===== src/verilog/mic_pkg.sv =====
/*
  Microprogram sequencer shared definitions
  Address and loop counter widths, sequencing opcodes, the microword
  layout with its two field views, and the status flag bundle
*/
package mic_pkg;

  localparam int ADDR_W = 12; // Control-store address width
  localparam int LC_W   = 6;  // Loop counter width

  typedef logic [ADDR_W-1:0] addr_t;
  typedef logic [LC_W-1:0]   lc_t;

  // Sequencing opcode of a microinstruction
  typedef enum logic [2:0] {
    OP_SEQ  = 3'd0, // ma+1
    OP_JMP  = 3'd1, // Absolute jump
    OP_CALL = 3'd2, // Push ma+1, jump
    OP_RET  = 3'd3, // Pop return address
    OP_CJMP = 3'd4, // Short branch within page
    OP_LOOP = 3'd5  // Counted loop to target
  } mic_op_e;

  // Status flags with zf at bit 0
  typedef struct packed {
    logic spare;
    logic stp;
    logic irq;
    logic f15;
    logic f11;
    logic ovf;
    logic cry;
    logic zf;
  } flags_s;

  // Jump view of the field bits
  typedef struct packed {
    addr_t target;
  } jump_view_s;

  // Condition view of the same bits
  typedef struct packed {
    logic [2:0] tsel;     // Flag index
    logic       sense;    // 1 tests for a set flag
    logic [7:0] page_off; // Offset within current page
  } cond_view_s;

  typedef union packed {
    jump_view_s jump;
    cond_view_s cond;
  } cs_field_u;

  // Full microword as seen by the sequencer
  typedef struct packed {
    mic_op_e   op;
    cs_field_u field;
  } micro_s;

endpackage

===== src/verilog/mic_top.sv =====
/*
  Microprogram sequencer top level
  Condition and loop units decide side by side and the sequencer
  merges their take bits into the next control-store address
*/
`timescale 1ns/1ps

module mic_top #(
  parameter int STACK_DEPTH = 4
) (
  input  logic            mclk,
  input  logic            rst_n,
  input  mic_pkg::micro_s micro,
  input  mic_pkg::flags_s flags,
  input  logic            ld_lc,
  input  mic_pkg::lc_t    lc_val,
  output mic_pkg::addr_t  ma,
  output logic            cond,
  output logic            lcz,
  output logic            deep
);

  logic branch_take;
  logic loop_take;

  // Flag test and COND register
  mic_cond cond_i (
    .mclk        (mclk),
    .rst_n       (rst_n),
    .micro       (micro),
    .flags       (flags),
    .branch_take (branch_take),
    .cond        (cond)
  );

  // Loop counter
  mic_loop loop_i (
    .mclk      (mclk),
    .rst_n     (rst_n),
    .micro     (micro),
    .ld_lc     (ld_lc),
    .lc_val    (lc_val),
    .loop_take (loop_take),
    .lcz       (lcz)
  );

  mic_seq #(
    .STACK_DEPTH(STACK_DEPTH)
  ) seq_i (
    .mclk        (mclk),
    .rst_n       (rst_n),
    .micro       (micro),
    .branch_take (branch_take),
    .loop_take   (loop_take),
    .ma          (ma),
    .deep        (deep)
  );

endmodule


===== src/verilog/mic_seq.sv =====
/*
  Next-address sequencer
  Builds ma+1, the absolute target and the paged branch target,
  then picks the next control-store address from the opcode and
  the take bits of the condition and loop units. Drives the
  return stack for calls and returns
*/
`timescale 1ns/1ps

module mic_seq #(
  parameter int STACK_DEPTH = 4
) (
  input  logic            mclk,
  input  logic            rst_n,
  input  mic_pkg::micro_s micro,
  input  logic            branch_take,
  input  logic            loop_take,
  output mic_pkg::addr_t  ma,
  output logic            deep
);

  mic_pkg::addr_t ma_inc;
  mic_pkg::addr_t jump_tgt;
  mic_pkg::addr_t page_tgt;
  mic_pkg::addr_t top_addr;
  mic_pkg::addr_t next_ma;
  logic           push;
  logic           pop;

  assign ma_inc   = ma + mic_pkg::addr_t'(1); // Incrementer
  assign jump_tgt = micro.field.jump.target;

  // Current page with offset replaced
  assign page_tgt = {ma[mic_pkg::ADDR_W-1:8], micro.field.cond.page_off};

  assign push = (micro.op == mic_pkg::OP_CALL);
  assign pop  = (micro.op == mic_pkg::OP_RET);

  always_comb begin
    case (micro.op)
      mic_pkg::OP_JMP:  next_ma = jump_tgt;
      mic_pkg::OP_CALL: next_ma = jump_tgt;
      mic_pkg::OP_RET:  next_ma = top_addr;
      mic_pkg::OP_CJMP: next_ma = branch_take ? page_tgt : ma_inc;
      mic_pkg::OP_LOOP: next_ma = loop_take ? jump_tgt : ma_inc;
      default:          next_ma = ma_inc; // OP_SEQ and spare codes
    endcase
  end

  // Microprogram address register
  always_ff @(posedge mclk) begin
    if (!rst_n) begin
      ma <= '0;
    end else begin
      ma <= next_ma;
    end
  end

  mic_stack #(
    .STACK_DEPTH(STACK_DEPTH)
  ) stack_i (
    .mclk     (mclk),
    .rst_n    (rst_n),
    .push     (push),
    .pop      (pop),
    .ret_addr (ma_inc), // Return lands after the call
    .top_addr (top_addr),
    .deep     (deep)
  );

endmodule


===== src/verilog/mic_stack.sv =====
/*
  Return address stack
  Shift-register stack with an occupancy count. Newest entry sits
  in slot 0. A push on a full stack drops the oldest entry and a pop
  on an empty stack returns address 0
*/
`timescale 1ns/1ps

module mic_stack #(
  parameter int STACK_DEPTH = 4
) (
  input  logic           mclk,
  input  logic           rst_n,
  input  logic           push,
  input  logic           pop,
  input  mic_pkg::addr_t ret_addr,
  output mic_pkg::addr_t top_addr,
  output logic           deep
);

  localparam int CNT_W = $clog2(STACK_DEPTH + 1);

  mic_pkg::addr_t entry [STACK_DEPTH];
  logic [CNT_W-1:0] count_q;
  logic             empty;

  assign empty    = (count_q == '0);
  assign deep     = (count_q == CNT_W'(STACK_DEPTH));
  assign top_addr = empty ? '0 : entry[0];

  // Entry shifting
  always_ff @(posedge mclk) begin
    if (push) begin
      for (int i = STACK_DEPTH - 1; i > 0; i--) begin
        entry[i] <= entry[i-1];
      end
      entry[0] <= ret_addr;
    end else if (pop) begin
      for (int i = 0; i < STACK_DEPTH - 1; i++) begin
        entry[i] <= entry[i+1];
      end
    end
  end

  // Occupancy saturates at both ends
  always_ff @(posedge mclk) begin
    if (!rst_n) begin
      count_q <= '0;
    end else if (push) begin
      if (!deep) count_q <= count_q + CNT_W'(1);
    end else if (pop) begin
      if (!empty) count_q <= count_q - CNT_W'(1);
    end
  end

endmodule


===== src/verilog/mic_loop.sv =====
/*
  Loop counter
  Loadable down counter for counted microcode loops.
  A loop word is taken while the count is non-zero and then
  decrements it; LCZ shows an exhausted count
*/
`timescale 1ns/1ps

module mic_loop (
  input  logic            mclk,
  input  logic            rst_n,
  input  mic_pkg::micro_s micro,
  input  logic            ld_lc,
  input  mic_pkg::lc_t    lc_val,
  output logic            loop_take,
  output logic            lcz
);

  mic_pkg::lc_t lc_q;

  assign lcz = (lc_q == '0);

  // Decision always uses the count held before this edge
  assign loop_take = (micro.op == mic_pkg::OP_LOOP) && !lcz;

  always_ff @(posedge mclk) begin
    if (!rst_n) begin
      lc_q <= '0;
    end else if (ld_lc) begin
      lc_q <= lc_val; // Load wins over count
    end else if (loop_take) begin
      lc_q <= lc_q - mic_pkg::lc_t'(1);
    end
  end

endmodule


===== src/verilog/mic_cond.sv =====
/*
  Condition unit
  Selects one status flag by the microword tsel field, compares it
  with the sense bit and qualifies the result with OP_CJMP.
  The result of each conditional word is also kept on COND
*/
`timescale 1ns/1ps

module mic_cond (
  input  logic            mclk,
  input  logic            rst_n,
  input  mic_pkg::micro_s micro,
  input  mic_pkg::flags_s flags,
  output logic            branch_take,
  output logic            cond
);

  logic [7:0] flag_vec;
  logic       sel_flag;
  logic       test_ok;
  logic       is_cjmp;

  assign flag_vec = flags; // Flag index order follows the struct

  // Flag selection and sense compare
  assign sel_flag = flag_vec[micro.field.cond.tsel];
  assign test_ok  = (sel_flag == micro.field.cond.sense);
  assign is_cjmp  = (micro.op == mic_pkg::OP_CJMP);

  assign branch_take = is_cjmp & test_ok;

  // COND holds the last conditional test result
  always_ff @(posedge mclk) begin
    if (!rst_n) begin
      cond <= 1'b0;
    end else if (is_cjmp) begin
      cond <= test_ok;
    end
  end

endmodule


===== config.mk =====
export PLATFORM = sky130hd
export DESIGN_NAME = mic_top
export DESIGN_NICKNAME = d
export VERILOG_FILES = /design/src/verilog/mic_pkg.sv /design/src/verilog/mic_top.sv /design/src/verilog/mic_seq.sv /design/src/verilog/mic_stack.sv /design/src/verilog/mic_loop.sv /design/src/verilog/mic_cond.sv
export SDC_FILE = /design/constraint.sdc
export NUM_CORES = 1
export LEC_CHECK = 0
export BUFFER_PORTS_ARGS = -buffer_cell sky130_fd_sc_hd__buf_2
export CORE_MARGIN = 8
export CORE_UTILIZATION = 35
export CTS_BUF_LIST = sky130_fd_sc_hd__clkbuf_4 sky130_fd_sc_hd__clkbuf_8 sky130_fd_sc_hd__clkbuf_16
export DETAILED_ROUTE_END_ITERATION = 16
export SYNTH_ARGS = -nofsm -noshare
export SYNTH_HDL_FRONTEND = slang
export SYNTH_SLANG_ARGS = --single-unit

===== constraint.sdc =====
create_clock -name mclk -period 4.15 [get_ports mclk]
set_input_delay 1.0375 -clock mclk [delete_from_list [all_inputs] [get_ports mclk]]
set_output_delay 1.0375 -clock mclk [all_outputs]
set_load 0.01 [all_outputs]

Word-level counts from Yosys, hierarchy flattened
Memories as Yosys holds them, arrays and structs flattened.
Cells that the tools add are included.
{"block": "word_totals", "ff_bits": 22, "latchBits": 0, "ram_bits": 48, "romBits": 0, "word_cells": 53, "n_memories": 1}
{"block": "op_classes", "addsub": 4, "mul": 0, "div_mod_pow": 0, "n_lt_le_gt_ge": 1, "n_eq_ne": 10, "n_shift": 0, "muxes": 20, "bitwise": 4, "reduce_logical": 8}
{"memory": "seq_i.stack_i.entry", "depth": 4, "width": 12, "rd": 4, "rd_ports_with_merged_regs": 0, "wr": 4, "line": "mic_stack.sv:23", "text": "mic_pkg::addr_t entry [STACK_DEPTH];"}
{"op": "$mux 12", "count": 6}
{"op": "$pmux 12 s4", "count": 1}
{"op": "$add 12x1->12 const B", "count": 1}
{"op": "$mux 3", "count": 4}
{"op": "$mux 6", "count": 2}
{"op": "$eq 3x3->1 const B", "count": 3}
{"op": "$eq 3x2->1 const B", "count": 2}
{"op": "$logic_not 6->1", "count": 1}
{"op": "$mux 1", "count": 6}
{"op": "$sub 6x1->6 const B", "count": 1}
{"op": "$lt 3x4->1 const B", "count": 1}
{"op": "$ne 2x2->1 const B", "count": 2}
{"op": "$reduce_bool 2->1", "count": 2}
{"op": "$add 3x1->3 const B", "count": 1}
{"op": "$bmux 1 s3", "count": 1}
{"op": "$eq 3x1->1 const B", "count": 1}
{"op": "$logic_not 3->1", "count": 1}
{"op": "$or 1x1->1", "count": 3}
{"op": "$reduce_and 3->1", "count": 1}
{"op": "$sub 3x1->3 const B", "count": 1}
{"op": "$ne 2x1->1 const B", "count": 1}
{"op": "$reduce_or 2->1", "count": 1}
{"op": "$and 1x1->1", "count": 1}
{"op": "$eq 1x1->1", "count": 1}
{"op": "2 further kinds", "count": 2}

Depth between registers and ports, before layout
{"block": "depth", "word_depth": 6, "mapped_depth": 9, "mapped_depth_nobuf": 7}

Modules after synthesis
From an unflattened synthesis, not the netlist that was laid out.
{"block": "unflattened", "hier_cells": 287, "hier_area_um2": 3727.3}
{"mod": "mic_stack", "instances": 1, "cells_per_inst": 125, "area_per_inst_um2": 2294.7}
{"mod": "mic_seq", "instances": 1, "cells_per_inst": 102, "area_per_inst_um2": 882.1}
{"mod": "mic_loop", "instances": 1, "cells_per_inst": 47, "area_per_inst_um2": 404.1}
{"mod": "mic_cond", "instances": 1, "cells_per_inst": 13, "area_per_inst_um2": 146.4}

Worst setup path before layout
Ideal clock, no wire load.
{"block": "synth_timing", "path_kind": "input port to flip-flop", "start": "in micro[13] (netlist name)", "end": "reg seq_i.stack_i.count_q[2]", "setup_time_ns": 0.130, "t_arrival_ns": 2.649, "required_ns": 4.020, "setup_slack_ns": 1.371, "cell_stages": 7, "path_buffers": 2, "path_cell_list": "clkbuf_1 -> nand2b_1 -> clkbuf_1 -> or2_2 -> fa_1 -> a2111oi_0 -> nor3_1"}
{"block": "synth_between", "elab_chain_cells": 3, "word_cells_on_any_way": 7, "cone_classes": "eq/ne: 4; mux: 1; reduce/logical: 2"}
{"item": "from (decl)", "line": "mic_top.sv:13", "text": "input mic_pkg::micro_s micro,"}
{"item": "$eq 3x2->1 (on tied branches)", "line": "mic_seq.sv:36, mic_seq.sv:37"}
{"item": "$ne 2x1->1 (no line) (tied with other cells)"}
{"item": "$reduce_and 3->1 (no line)"}
{"item": "to (signal assigned)", "line": "mic_stack.sv:50", "text": "if (!deep) count_q <= count_q + CNT_W'(1);"}
{"item": "to (signal assigned)", "line": "mic_stack.sv:52", "text": "if (!empty) count_q <= count_q - CNT_W'(1);"}
{"item": "to (decl)", "line": "mic_stack.sv:24", "text": "logic [CNT_W-1:0] count_q;"}
Several ways; a longest one is shown, not always the timed one.
A chain may end at the register's enable or synchronous reset.

Final worst setup path
{"block": "layout_timing", "start": "in micro[9] (netlist name)", "end": "reg seq_i.ma[6]"}
{"block": "layout_between", "elab_chain_cells": 6}
{"item": "$bmux 1 s3", "line": "mic_cond.sv:26", "text": "assign sel_flag = flag_vec[micro.field.cond.tsel];"}
{"item": "$mux 1 (implied by the code)", "line": "mic_cond.sv:26"}
{"item": "$eq 1x1->1", "line": "mic_cond.sv:27", "text": "assign test_ok = (sel_flag == micro.field.cond.sense);"}
{"item": "$and 1x1->1", "line": "mic_cond.sv:30", "text": "assign branch_take = is_cjmp & test_ok;"}
{"item": "$mux 12", "line": "mic_seq.sv:44", "text": "mic_pkg::OP_CJMP: next_ma = branch_take ? page_tgt : ma_inc;"}
{"item": "$pmux 12 s4", "line": "mic_seq.sv:40", "text": "case (micro.op)"}
{"item": "to (signal assigned)", "line": "mic_seq.sv:55", "text": "ma <= next_ma;"}
{"item": "to (decl)", "line": "mic_seq.sv:18", "text": "output mic_pkg::addr_t ma,"}
Every way passes these cells. The select of a mux whose other input is x is not followed.

==> flow_metrics.py <==
metrics = {
    "global_routing": {
        "grtUsageTotal_pct": 11.9,
        "use_met1_pct": 14.0,
        "antenna_found_initial": 0,
        "grt_pass1_wl_mm": 12.0,
        "grt_max_degree": 42,
        "gr-max-usage-layer": "met2",
        "grt_overflow": 0,
        "grtUsageMet2_pct": 20.0,
        "first_global_vias": 2439,
        "use_met3_pct": 2.27,
    },
    "flow_run": {
        "maxCapViolations": 0,
    },
    "clock_network": {
        "clk_pin_slew_ns": 0.08,
        "post_cts.repair.setup_buffers": 0,
        "cts_resized": 0,
        "cts_buffers": 9,
        "cts_sinks": 70,
        "tritoncts": "yes",
        "cts_max_path_buffers": 2,
        "clock_latency_ns": 0.34,
        "cts_max_level": 3,
        "cts_root_buf": "clkbuf_8",
        "ctsHoldBuffers": 0,
    },
    "setup_path": {
        "required_ns": 4.42,
        "end_kind": "flip-flop",
        "rr_worst_depth": 7,
        "timing.rr.start": "loop_i.lc_q[0]",
        "crit_family": "multiplexers",
        "crit_type": "in2reg",
        "cp_num_buf_inv": 1,
        "r2r_setup_slack_ns": 2.27,
        "crit_slowest_cell": "mux2i_2",
        "cp_max_fo": 13,
        "arrival_ns": 3.02,
        "crit_cells": 6,
        "r2r_end": "seq_i.ma[11]",
        "cp_slowest_stage_delay_ns": 0.58,
        "path_cells": "buf_2, mux4_1, mux2_4, mux2i_2, a32oi_1, a21oi_1",
        "start_kind": "input pin",
    },
    "die": {
        "fp.dieH_um": 115,
        "die-area_mm2": 0.0131,
        "initial_core_util_pct": 35.5,
        "die_w_um": 115,
        "rows": 36,
        "core_mm2": 0.00959,
        "boundaryPins": 47,
    },
    "layout": {
        "area_delta_synth_final_pct": 16.9,
        "antennaDiodeCount": 0,
        "post-route-util_pct": 41.4,
        "design_area_mm2": 0.00398,
        "final_layout_size_suffix_gt1_share_pct": 33.0,
        "fin_nets": 360,
        "fillers": 945,
    },
    "sta": {
        "slew_violations": 0,
        "worstMarginPinSlew_ns": 1.00,
        "min_period_over_period_pct": 66.1,
        "fmax_mhz": 365,
        "rsz0062_at_grt": "false",
        "finalWorstSetupSlack_ns": 1.41,
        "fin_worst_skew_ns": 0.00966,
        "hold_violations": 0,
        "final.setup.tns_ns": 0,
        "finalSetupViolCount": 0,
        "relSlewSlack_pct": 32.8,
        "fin_crit_ns": 2.74,
    },
    "drt": {
        "drt_iter0_drc": 121,
        "wl_per_cell_um": 15.9,
        "vias": 2294,
        "drc": 0,
        "postRouteAntennaNets": 0,
        "drt_pass1_iterations": 4,
        "drt_wl_total_mm": 7.35,
        "vias_per_cell": 4.95,
    },
    "min_path": {
        "worstHoldPathType": "reg2reg",
        "whs_path_depth": 0,
        "whs_endpoint": "seq_i.stack_i.entry[3][6]",
        "min_from": "seq_i.stack_i.entry[2][6]",
    },
    "synthesis": {
        "synth-async-reset-ratio_pct": 0,
        "synthCells": 279,
        "syn_area_mm2": 0.00340,
        "syn_area_per_cell_um2": 12.2,
        "yosysMostFrequentCell": "edfxtp_1",
        "ys.warnings.count": 0,
        "synth-edff-count": 48,
        "synth_common_cells": "edfxtp_1 (48), mux2_2 (31), a21oi_1 (23), nor2_1 (23), dfxtp_1 (22)",
        "ys_seq_area_share_pct": 55.3,
        "syn_nets": 314,
        "synth_area_leader_cell": "edfxtp_1",
        "synth-main-ff-cell": "edfxtp_1",
        "ys_ff_latch": 70,
        "synth_top_area_share_pct": 42.4,
        "synth.distinct_cells": 52,
        "yosys-top-cells-area": "edfxtp_1 (42%), dfxtp_1 (13%), mux2_2 (10%), a21oi_1 (3.4%), xnor2_1 (2.8%)",
    },
    "placement": {
        "dp_hpwl_mm": 5.19,
        "io_buffers": 46,
        "place_area_mm2": 0.00375,
        "pre_cts_slack_ns": 1.07,
        "gp_congestion": 0.785,
    },
    "pwr": {
        "powerDensity_mw_per_mm2": 411,
        "swShare_pct": 24.4,
        "intPower_mw": 1.24,
        "total_power_mw": 1.63,
        "p_seq_share_pct": 50.2,
        "p_comb_share_pct": 12.4,
        "irDropWorstVdd_mv": 0.183,
        "p_sw_mw": 0.399,
        "power_leakage_nw": 1.51,
        "clkPwrFrac_pct": 37.4,
    },
    "outcome": {
        "status": "finished clean",
    },
}
-- worst reg2reg max path, delay by kind of cell, from the launching register on --
kind,cells,cell delay [ns]
AOI/OAI and AO/OA,4,0.99
adders and majority gates,1,0.21
buffers and inverters,1,0.06
DFF,1,0.32
and+or+nand+nor,1,0.20
-- routing by layer --
| layer | up-vias | routed length [um] |
|---|---|---|
| met3 | 6 | 184 |
| met2 | 42 | 3650 |
| li1 | 1132 | - |
| met5 | - | 0 |
| met4 | 0 | 99 |
| met1 | 1114 | 3420 |
-- cell families after synthesis --
logic type                 Yosys count  share of synthesized area (%)
DFF                                 70                           55.3
and+or+nand+nor                     65                           9.78
AOI/OAI and AO/OA                   62                           12.2
muxes                               39                           14.0
buffers and inverters               23                           3.05
xor gates and xnor gates            17                           4.38
adders and majority gates            3                           1.32
-- area by class of cell --
| class | count | area [um^2] | area share [%] |
|---|---|---|---|
| tap | 133 | 166 | 4.19 |
| timing repair buffer | 49 | 253 | 6.36 |
| multi-input combinational | 186 | 1420 | 35.6 |
| clock buffer | 10 | 131 | 3.30 |
| sequential | 70 | 1880 | 47.3 |
| inverter | 9 | 33.8 | 0.850 |
| clock inverter | 6 | 93.8 | 2.36 |
-- power groups by stage --
stage               Clock [mW]  Combinational [mW]  Sequential (mW)
finish                   0.612               0.202            0.821
floorplan                    0               0.137            0.832
global route             0.657               0.227            0.826
detailed placement           0               0.203            0.837
global placement             0               0.199            0.835
CTS                      0.625               0.204            0.821
-- layout by cell type, fill, tap and decap left out, types with 6 or more instances in the layout --
master,instances
edfxtp_1,48
buf_2,46
mux2_2,31
nor2_1,23
a21oi_1,23
dfxtp_1,22
o21ai_0,14
xnor2_1,11
inv_1,9
clkbuf_8,9
nand2_1,8
nor3_1,6
xor2_1,6
-- through the flow --
step | hold WS [ns] | instances
floorplan | 0.422 | 279
global placement | 0.427 | 447
detailed placement | 0.430 | 447
CTS | 0.452 | 463
global route | 0.461 | 463
finish | 0.450 | 463
-- worst max-delay path by stage --
stage	from	end	slack, ns
3_5_place_dp	micro[9]	seq_i.ma[5]	1.07
4_1_cts	micro[9]	seq_i.ma[5]	1.43
2_1_floorplan	micro[13]	seq_i.stack_i.count_q[2]	1.37
6_report	micro[9]	seq_i.ma[6]	1.41
3_3_place_gp	micro[9]	seq_i.ma[7]	1.13
5_1_grt	micro[9]	seq_i.ma[5]	1.29
-- state kept, by name, summed over array words and instances, names as in the netlist --
signal	count
cond_i.cond	1
loop_i.lc_q	6
seq_i.ma	12
seq_i.stack_i.count_q	3
seq_i.stack_i.entry	48
No activity file was read; power rests on OpenSTA's default activity.
